`src/source/nocPkg.sv`:
```
package nocPkg;

  typedef enum logic [2:0]
  {
    Head = 3'b001,
    Body = 3'b010,
    Tail = 3'b100
  } flitKind_t;

  // Payload as seen in a header flit
  typedef struct packed
  {
    logic [3:0]  sourceTag;
    logic [11:0] length;    // Flits that follow the header
  } headerView_t;

  typedef union packed
  {
    headerView_t header;
    logic [15:0] data;      // Body and tail flits
  } payload_t;

  typedef struct packed
  {
    flitKind_t kind;
    payload_t  payload;
  } flit_t;

  localparam int NumPorts = 5;

  // Port indices, also the idle priority order
  localparam int PortL = 0;
  localparam int PortN = 1;
  localparam int PortE = 2;
  localparam int PortW = 3;
  localparam int PortS = 4;

  typedef logic [NumPorts-1:0] portVec_t;

  // Bit 0 idle, bit p+1 means port p owns the link
  typedef logic [NumPorts:0] grantState_t;

  localparam grantState_t IdleState = grantState_t'(1);

endpackage
```
`src/source/linkMux.sv`:
```
module linkMux
#(
  parameter int BufferDepth = 4
)
(
  input  logic             clk,
  input  logic             rst,
  input  nocPkg::portVec_t inReq,
  output nocPkg::portVec_t inAck,
  input  nocPkg::flit_t    inFlit [nocPkg::NumPorts],
  output logic             outReq,
  input  logic             outAck,
  output nocPkg::flit_t    outFlit
);

  nocPkg::portVec_t headValid;
  nocPkg::flit_t    headFlit [nocPkg::NumPorts];
  nocPkg::portVec_t pop;
  nocPkg::flit_t    selFlit;
  logic             load;
  logic             ready;

  // One receiver and queue per channel, L N E W S
  for (genvar p = 0; p < nocPkg::NumPorts; p++)
  begin : g_input
    flitInputPort
    #(
      .BufferDepth (BufferDepth)
    )
    i_flitInputPort
    (
      .clk       (clk),
      .rst       (rst),
      .inReq     (inReq[p]),
      .inFlit    (inFlit[p]),
      .inAck     (inAck[p]),
      .pop       (pop[p]),
      .headValid (headValid[p]),
      .headFlit  (headFlit[p])
    );
  end

  linkArbiter i_linkArbiter
  (
    .clk       (clk),
    .rst       (rst),
    .headValid (headValid),
    .headFlit  (headFlit),
    .ready     (ready),
    .grant     (),
    .pop       (pop),
    .selFlit   (selFlit),
    .load      (load)
  );

  flitOutputPort i_flitOutputPort
  (
    .clk     (clk),
    .rst     (rst),
    .load    (load),
    .selFlit (selFlit),
    .ready   (ready),
    .outReq  (outReq),
    .outFlit (outFlit),
    .outAck  (outAck)
  );

endmodule

```
`src/source/flitOutputPort.sv`:
```
module flitOutputPort
(
  input  logic          clk,
  input  logic          rst,
  input  logic          load,
  input  nocPkg::flit_t selFlit,
  output logic          ready,
  output logic          outReq,
  output nocPkg::flit_t outFlit,
  input  logic          outAck
);

  typedef enum logic [1:0]
  {
    Empty      = 2'd0,
    Requesting = 2'd1,
    WaitAckLow = 2'd2
  } sendState_t;

  sendState_t state;

  assign ready = (state == Empty);
  assign outReq = (state == Requesting);  // Flit held stable meanwhile

  always_ff @(posedge clk)
  begin
    if (load && ready)
      outFlit <= selFlit;
  end

  // Sender side of the four-phase link
  always_ff @(posedge clk)
  begin
    if (rst)
      state <= Empty;
    else
    begin
      case (state)
        Empty:
        begin
          if (load)
            state <= Requesting;
        end
        Requesting:
        begin
          if (outAck)
            state <= WaitAckLow;
        end
        WaitAckLow:
        begin
          if (!outAck)
            state <= Empty;   // Ready again
        end
        default:
        begin
          state <= Empty;
        end
      endcase
    end
  end

endmodule

```
`src/source/linkArbiter.sv`:
```
module linkArbiter
(
  input  logic             clk,
  input  logic             rst,
  input  nocPkg::portVec_t headValid,
  input  nocPkg::flit_t    headFlit [nocPkg::NumPorts],
  input  logic             ready,
  output nocPkg::portVec_t grant,
  output nocPkg::portVec_t pop,
  output nocPkg::flit_t    selFlit,
  output logic             load
);

  nocPkg::grantState_t state;
  nocPkg::grantState_t nextState;
  nocPkg::portVec_t    timesUp;

  // First requester in rotation from start, idle if none
  function automatic nocPkg::grantState_t pickNext(nocPkg::portVec_t req, int start);
    nocPkg::grantState_t pick;
    int idx;
    pick = nocPkg::IdleState;
    // Walk backwards so the closest port wins
    for (int k = nocPkg::NumPorts - 1; k >= 0; k--)
    begin
      idx = (start + k) % nocPkg::NumPorts;
      if (req[idx])
      begin
        pick = '0;
        pick[idx + 1] = 1'b1;
      end
    end
    return pick;
  endfunction

  for (genvar p = 0; p < nocPkg::NumPorts; p++)
  begin : g_timer
    packetTimer i_packetTimer
    (
      .clk     (clk),
      .rst     (rst),
      .flit    (headFlit[p]),
      .move    (pop[p]),
      .timesUp (timesUp[p])
    );
  end

  always_ff @(posedge clk)
  begin
    if (rst)
      state <= nocPkg::IdleState;
    else
      state <= nextState;
  end

  assign grant = state[nocPkg::NumPorts:1];

  // A transfer needs the owner's head flit and an empty output register
  assign pop = grant & headValid & {nocPkg::NumPorts{ready}};
  assign load = |pop;

  always_comb
  begin
    selFlit = '0;
    for (int p = 0; p < nocPkg::NumPorts; p++)
    begin
      if (grant[p])
        selFlit = headFlit[p];
    end
  end

  always_comb
  begin
    nextState = state;
    if (state[0])
      nextState = pickNext(headValid, nocPkg::PortL);  // Fixed order from idle
    else
    begin
      for (int p = 0; p < nocPkg::NumPorts; p++)
      begin
        // Releasing port is left out, its headValid may refer to the
        // flit being popped right now
        if (state[p + 1] && timesUp[p])
          nextState = pickNext(headValid & ~nocPkg::portVec_t'(1 << p),
                               (p + 1) % nocPkg::NumPorts);
      end
    end
  end

endmodule

```
`src/source/packetTimer.sv`:
```
module packetTimer
(
  input  logic          clk,
  input  logic          rst,
  input  nocPkg::flit_t flit,
  input  logic          move,
  output logic          timesUp
);

  logic [11:0] pktLength;
  logic [11:0] flitCount;   // Flits moved since the header
  logic        isHead;
  logic        lastFlit;

  assign isHead = (flit.kind == nocPkg::Head);

  // Header of length zero is a packet on its own
  always_comb
  begin
    if (isHead)
      lastFlit = (flit.payload.header.length == 12'd0);
    else
      lastFlit = (flitCount + 12'd1 == pktLength);
  end

  assign timesUp = move && lastFlit;

  always_ff @(posedge clk)
  begin
    if (rst)
    begin
      pktLength <= '0;
      flitCount <= '0;
    end
    else if (move)
    begin
      if (isHead)
      begin
        pktLength <= flit.payload.header.length;
        flitCount <= '0;
      end
      else
        flitCount <= flitCount + 12'd1;
    end
  end

endmodule

```
`src/source/flitInputPort.sv`:
```
module flitInputPort
#(
  parameter int BufferDepth = 4
)
(
  input  logic          clk,
  input  logic          rst,
  input  logic          inReq,
  input  nocPkg::flit_t inFlit,
  output logic          inAck,
  input  logic          pop,
  output logic          headValid,
  output nocPkg::flit_t headFlit
);

  localparam int PtrW = (BufferDepth > 1) ? $clog2(BufferDepth) : 1;
  localparam int CntW = $clog2(BufferDepth + 1);

  nocPkg::flit_t queue [BufferDepth];
  logic [PtrW-1:0] wrPtr;
  logic [PtrW-1:0] rdPtr;
  logic [CntW-1:0] count;
  logic full;
  logic push;

  function automatic logic [PtrW-1:0] advance(logic [PtrW-1:0] ptr);
    if (ptr == PtrW'(BufferDepth - 1))
      return '0;
    return ptr + 1'b1;
  endfunction

  assign full = (count == CntW'(BufferDepth));
  assign push = inReq && !inAck && !full;  // Ack withheld while full

  assign headValid = (count != '0);
  assign headFlit = queue[rdPtr];

  // Receiver side of the four-phase link
  always_ff @(posedge clk)
  begin
    if (rst)
      inAck <= 1'b0;
    else if (push)
      inAck <= 1'b1;
    else if (inAck && !inReq)
      inAck <= 1'b0;
  end

  always_ff @(posedge clk)
  begin
    if (push)
      queue[wrPtr] <= inFlit;
  end

  always_ff @(posedge clk)
  begin
    if (rst)
    begin
      wrPtr <= '0;
      rdPtr <= '0;
      count <= '0;
    end
    else
    begin
      if (push)
        wrPtr <= advance(wrPtr);
      if (pop)
        rdPtr <= advance(rdPtr);
      if (push && !pop)
        count <= count + 1'b1;
      else if (pop && !push)
        count <= count - 1'b1;
    end
  end

endmodule

```
`config.mk`:
```
export PLATFORM = sky130hd
export DESIGN_NAME = linkMux
export DESIGN_NICKNAME = d
export VERILOG_FILES = /design/src/source/nocPkg.sv /design/src/source/linkMux.sv /design/src/source/flitOutputPort.sv /design/src/source/linkArbiter.sv /design/src/source/packetTimer.sv /design/src/source/flitInputPort.sv
export SDC_FILE = /design/constraint.sdc
export NUM_CORES = 1
export LEC_CHECK = 0
export ABC_AREA = 1
export BUFFER_PORTS_ARGS = -buffer_cell sky130_fd_sc_hd__buf_2
export CORE_ASPECT_RATIO = 0.6
export CORE_MARGIN = 1.5
export CORE_UTILIZATION = 30
export DETAILED_ROUTE_END_ITERATION = 7
export PLACE_DENSITY = 0.57
export SLEW_MARGIN = 30
export SYNTH_ARGS = -nofsm -noshare
export SYNTH_HDL_FRONTEND = slang
export SYNTH_HIERARCHICAL = 1
export SYNTH_SLANG_ARGS = --single-unit
```
`constraint.sdc`:
```
create_clock -name clk -period 2.65 [get_ports clk]
set_clock_uncertainty 0.2 [all_clocks]
set_input_delay 0 -clock clk [delete_from_list [all_inputs] [get_ports clk]]
set_output_delay 0 -clock clk [all_outputs]
set_load 0.02 [all_outputs]
```
==> results.toml, run 1 <==
[timing]
holdWs_ns = 0.0728
final.setup.worst_slack_ns = -0.00560
fmax_mhz = 377
tightest_slew_ns = 0.606
fin_crit_ns = 2.66
finalCritPeriodShare_pct = 100
rsz0062_at_grt = "true"
setup_viol = 1
fin_setup_tns_ns = -0.00560
hold_viol = 0
final_max_slew_viol_count = 0
worst_slew_margin_rel_pct = 59.6

[synth]
synth_fp_nets = 2837
synth_cells = 2694
syn_area_mm2 = 0.0260
synth_warnings = 6
synth.avg_cell_area_um2 = 9.66

[floorplanning]
dieArea_mm2 = 0.0886
core_region_area_mm2 = 0.0857
dieWidth_um = 383
ioPinCount = 128
die_h_um = 231
initial_utilization_pct = 30.4
rows = 83

[placed_design]
dpl.cell_count = 4128
hpwl_mm = 51.4
io_buffers = 127
placed_area_mm2 = 0.0295
dp_slack_ns = -0.242
gp_congestion = 0.911

[clock_tree]
cts_root_buf = "clkbuf_16"
clk_latency_ns = 0.66
cts_num_sinks = 577
numCtsBuffers = 57
clk_pin_slew_worst_paths_ns = 0.06
cts_buffer_depth = 3
cts_tree = "done"
htreeDepth = 2

[worst_setup_path]
cp_num_buf_inv = 3
worstPathMaxFanout = 8
cp_slowest_cell = "dfxtp_2"
crit_path_cell_trace = "buf_6, buf_4, o21ai_0, o22ai_1, nor4_2, a41oi_2, a21oi_4, nand2_2, buf_4, nand3_1, nand2_1, nand2_1, nand2_1, a21oi_2"
cp-start-kind = "flip-flop"
worstPathRequired_ns = 2.99
rr_worst_depth = 14
worstSetupPathType = "flip-flop to flip-flop"
r2r_slack_ns = -0.006
cp.arrival_ns = 3.00
crit_path_end_kind = "flip-flop"
reg2reg_to = "i_linkArbiter/state[2]$_SDFFE_PP0P_"
crit_family = "compound AO/OA/AOI/OAI gates"
crit_path_frequent_cell = "nand2_1"
max_stage_delay_ns = 0.35

[pwr]
leakagePower_nw = 13.3
totalPowerFinal_mw = 27.0
power.density_mw_per_mm2 = 770
peakVddDrop_v = 0.000586

[grt]
grt_max_degree = 32
grt_pass1_wl_mm = 113
antenna_found_initial = 0
grt-ovfl-total = 0
track_usage_pct = 16.3
grt_pass1_vias = 19400

[worst_hold_path]
worstHoldStart = "outAck"
hold_depth = 4
hold_end = "i_flitOutputPort/state[0]$_SDFFE_PP0P_"
hold_path.class = "input pin to flip-flop"

[run]
max_cap_viol_count = 0

[cells_and_area]
fin_cells = 4486
fin_nets = 3434
drive_gt1_share_pct = 24.8
design_area_mm2 = 0.0350
n_antenna_cell = 0
area_growth_pct = 34.5
fin_util_pct = 40.9

[routing]
drt_pass1_iterations = 6
wire_per_inst_um = 16.7
routed_wl_mm = 74.9
drcViolationCount = 0
num_vias = 21100
drtAntennaViolNets = 0
drtIter0Drc = 1887
viasPerCell = 4.71

[run_status]
status = "complete, but fails checks"
failed_checks = "setup timing"
worst max-delay path by stage:
stage,from,slack [ns],depth (start not counted),endpoint
3_3_place_gp,flip-flop,-0.20,14,i_linkArbiter/state[2]$_SDFFE_PP0P_
5_1_grt,flip-flop,-0.16,15,i_linkArbiter/state[4]$_SDFFE_PP0P_
4_1_cts,flip-flop,0.0001,19,i_linkArbiter/state[2]$_SDFFE_PP0P_
3_5_place_dp,flip-flop,-0.24,16,i_linkArbiter/state[5]$_SDFFE_PP0P_
6_report,flip-flop,-0.006,14,i_linkArbiter/state[2]$_SDFFE_PP0P_
2_1_floorplan,flip-flop,0.24,17,i_linkArbiter/state[4]$_SDFFE_PP0P_
registers in the layout, summed over array words and instances, names as in the netlist, named ones only:
signal	count
g_input.i_flitInputPort/queue	380
i_linkArbiter/g_timer.i_packetTimer/flitCount	60
i_linkArbiter/g_timer.i_packetTimer/pktLength	60
i_flitOutputPort/outFlit	19
g_input.i_flitInputPort/count	15
g_input.i_flitInputPort/rdPtr	10
g_input.i_flitInputPort/wrPtr	10
i_linkArbiter/state	6
g_input.i_flitInputPort/inAck	5
i_flitOutputPort/state	2
report_power, final:
group / total, mW / leakage (nW) / internal [mW] / switching [mW]
registers: 11.0 / 5.11 / 10.6 / 0.349
clock network: 8.74 / 0.980 / 5.08 / 3.66
logic: 7.28 / 7.21 / 2.79 / 4.49
total: 27.0 / 13.3 / 18.5 / 8.49
routing by layer:
metal | global-route usage [%] | share of wire, %
met1 | 25.7 | 51
met2 | 22.4 | 40
met3 | 3.29 | 7.4
met4 | 3.82 | 1.8
met5 | 0 | 0
layout by cell type, fill, tap and decap left out, types with 14 or more instances in the layout:
cell type,instances
a21oi_1,166
a21oi_2,16
buf_2,126
buf_4,268
clkbuf_16,60
dfxtp_1,141
dfxtp_2,29
dlygate4sd3_1,206
edfxtp_1,399
ha_1,30
inv_1,217
nand2_1,400
nand2_2,41
nand3_1,138
nand3_2,24
nand4_1,23
nor2_1,365
nor2_2,42
nor2_4,30
o21ai_0,245
o21ai_1,27
o21ai_2,15
o22ai_1,75
o22ai_2,20
xor2_1,14
worst reg2reg max path, cell delays in order (launching register included):
cell and delay (ns):
dfxtp_2 0.35, buf_6 0.14, buf_4 0.16, o21ai_0 0.17
o22ai_1 0.16, nor4_2 0.32, a41oi_2 0.17, a21oi_4 0.20
nand2_2 0.13, buf_4 0.17, nand3_1 0.08, nand2_1 0.06
nand2_1 0.07, nand2_1 0.07, a21oi_2 0.12
area by class of cell:
| type | instances | area, um2 |
|---|---|---|
| Sequential cell | 577 | 15600 |
| Tap cell | 1147 | 1440 |
| Clock buffer | 67 | 1470 |
| Fill cell | 8236 | 50700 |
| Multi-Input combinational cell | 1780 | 9760 |
| Inverter | 239 | 940 |
| Timing Repair inverter | 4 | 27.5 |
| Timing Repair Buffer | 632 | 5230 |
| Clock inverter | 40 | 527 |
what timing repair did:
action	in CTS	in global routing
gates resized for setup	63	217
buffers inserted	8	28
hold buffers	206	0
hold endpoints to repair	702	0
pin swaps	18	69
cloned	1	8
endpoints found under the setup margin	6	33
Note: power is estimated with default switching activity, not from simulation.
==> run 2: changes to the inputs <==
--- a/config.mk
+++ b/config.mk
@@ -11,6 +11,7 @@
 export CORE_MARGIN = 1.5
 export CORE_UTILIZATION = 30
 export DETAILED_ROUTE_END_ITERATION = 7
+export GPL_TIMING_DRIVEN = 0
 export PLACE_DENSITY = 0.57
 export SLEW_MARGIN = 30
 export SYNTH_ARGS = -nofsm -noshare
==> results.toml, run 2 (synthesis gave the netlist of run 1 again) <==
[cells_and_area]
multi_input_area_mm2 = 0.0105
fin_util_pct = 41.1
fin_nets = 3355
mostFrequentLayoutCell = "nand2_1"
fin_cells = 4409
top_regs = "g_input.i_flitInputPort/queue: 380 flops, i_linkArbiter/g_timer.i_packetTimer/flitCount: 60 flops, i_linkArbiter/g_timer.i_packetTimer/pktLength: 60 flops"
nFillCells = 8114
area_growth_pct = 35.5
design_area_mm2 = 0.0353
largest_register_ffs = 380
area.sequential_mm2 = 0.0156
drive_gt1_share_pct = 25.0
final_cell_mix = "nand2_1, edfxtp_1, nor2_1"
regMostFlops = "g_input.i_flitInputPort/queue"

[pwr]
power.density_mw_per_mm2 = 768
leakagePower_nw = 12.9
peakVddDrop_v = 0.000585
totalPowerFinal_mw = 27.1

[timing]
final.setup.worst_slack_ns = -0.123
fin_crit_ns = 2.77
rsz0062_at_grt = "true"
fmax_mhz = 361
setup_viol = 7
fin_setup_tns_ns = -0.482
final_max_slew_viol_count = 0
tightest_slew_ns = 0.748
finalCritPeriodShare_pct = 105
worst_slew_margin_rel_pct = 50.1
hold_viol = 0
holdWs_ns = 0.0988

[routing]
drt_pass1_iterations = 5
viasPerCell = 4.87
wl_met2_mm = 31.4
wire_per_inst_um = 17.7
dr_wl_met3_mm = 6.48
routed_wl_mm = 77.9
num_vias = 21500
wl_met1_mm = 38.2
top_layer = "met5"
drtAntennaViolNets = 0
drtIter0Drc = 1972
drcViolationCount = 0

[clock_tree]
clk_pin_slew_worst_paths_ns = 0.06
htreeDepth = 2
cts_num_sinks = 577
cts_tree = "done"
numCtsBuffers = 56
clk_latency_ns = 0.66
cts_root_buf = "clkbuf_16"
cts_buffer_depth = 3

[floorplanning]
dieWidth_um = 383
initial_utilization_pct = 30.4
dieArea_mm2 = 0.0886
rows = 83
ioPinCount = 128
die_h_um = 231
core_region_area_mm2 = 0.0857

[placed_design]
io_buffers = 127
placed_area_mm2 = 0.0285
dp_slack_ns = -0.690
hpwl_mm = 52.9
gp_congestion = 0.908
dpl.cell_count = 3978

[worst_setup_path]
cp-start-kind = "flip-flop"
worstPathRequired_ns = 2.96
crit_path_end_kind = "flip-flop"
cp.arrival_ns = 3.08
worstPathMaxFanout = 10
worstSetupPathType = "flip-flop to flip-flop"

[grt]
grt_pass1_vias = 19800
grt-ovfl-total = 0
grt_pass1_wl_mm = 117
track_usage_pct = 17.0
antenna_found_initial = 7
grt_max_degree = 42

[worst_hold_path]
hold_path.class = "input pin to flip-flop"

[run_status]
status = "complete, but fails checks"
failed_checks = "setup timing"

[run]
max_cap_viol_count = 0
[run 2: cell count changes in the layout (fill, tap and decap cells not counted), moves of 29 or more]
cell     change
buf_4      -155
buf_8       +29
nor2_1      -40
nor2_4      +30
o21ai_0     -47
o21ai_1     +34
o22ai_1     -46
[run 2: power by group]
group          total [mW]  switching [mW]  internal, mW
Clock                8.37            3.60          4.77
Combinational        7.71            4.92          2.79
Sequential           11.0           0.389          10.6
Total                27.1            8.91          18.2
[run 2: routing by layer]
metal,vias up,track usage (%)
met5,-,0
met4,8,4.40
met3,117,4.16
met2,752,23.2
met1,10200,26.3
li1,10300,-
[run 2: worst max-delay path: stages (launching register included)]
cell and delay, ns:
dfxtp_1 0.30, buf_2 0.18, buf_2 0.28, nand2_1 0.15, nor2_4 0.21, inv_1 0.19, nor2_1 0.17, a41oi_2 0.14
a21oi_2 0.18, nand2_2 0.11, a21oi_1 0.17, nand3_1 0.11, nand2_1 0.10, nand2_1 0.06, a21oi_1 0.14
[run 2: layout make-up]
| class | count | share of cell area, % |
|---|---|---|
| antenna | 3 | 0.0213 |
| buffer | 96 | 2.56 |
| clock buffer | 67 | 4.18 |
| clock inverter | 38 | 1.24 |
| inverter | 239 | 2.65 |
| multi-input combinational | 1780 | 29.7 |
| sequential | 577 | 44.3 |
| tap | 1147 | 4.07 |
| timing repair buffer | 462 | 11.2 |
[run 2: path summary, 6_finish.rpt]
| check | from | endpoint | slack [ns] | depth (start not counted) |
|---|---|---|---|---|
| max | i_linkArbiter/state[3]$_SDFFE_PP0P_ | i_linkArbiter/state[1]$_SDFFE_PP0P_ | -0.12 | 14 |
| min | outAck | i_flitOutputPort/state[0]$_SDFFE_PP0P_ | 0.1 | 4 |
| max reg2reg | i_linkArbiter/state[3]$_SDFFE_PP0P_ | i_linkArbiter/state[1]$_SDFFE_PP0P_ | -0.12 | 14 |
| min reg2reg | flip-flop | flip-flop | 0.27 | 2 |
[run 2: repair_timing]
item,in CTS,in global routing
gates cloned,3,2
setup buffers,68,48
hold buffers,206,0
pin swaps,40,79
setup endpoints to repair,142,123
endpoints found under the hold margin,552,0
resized for setup,249,261
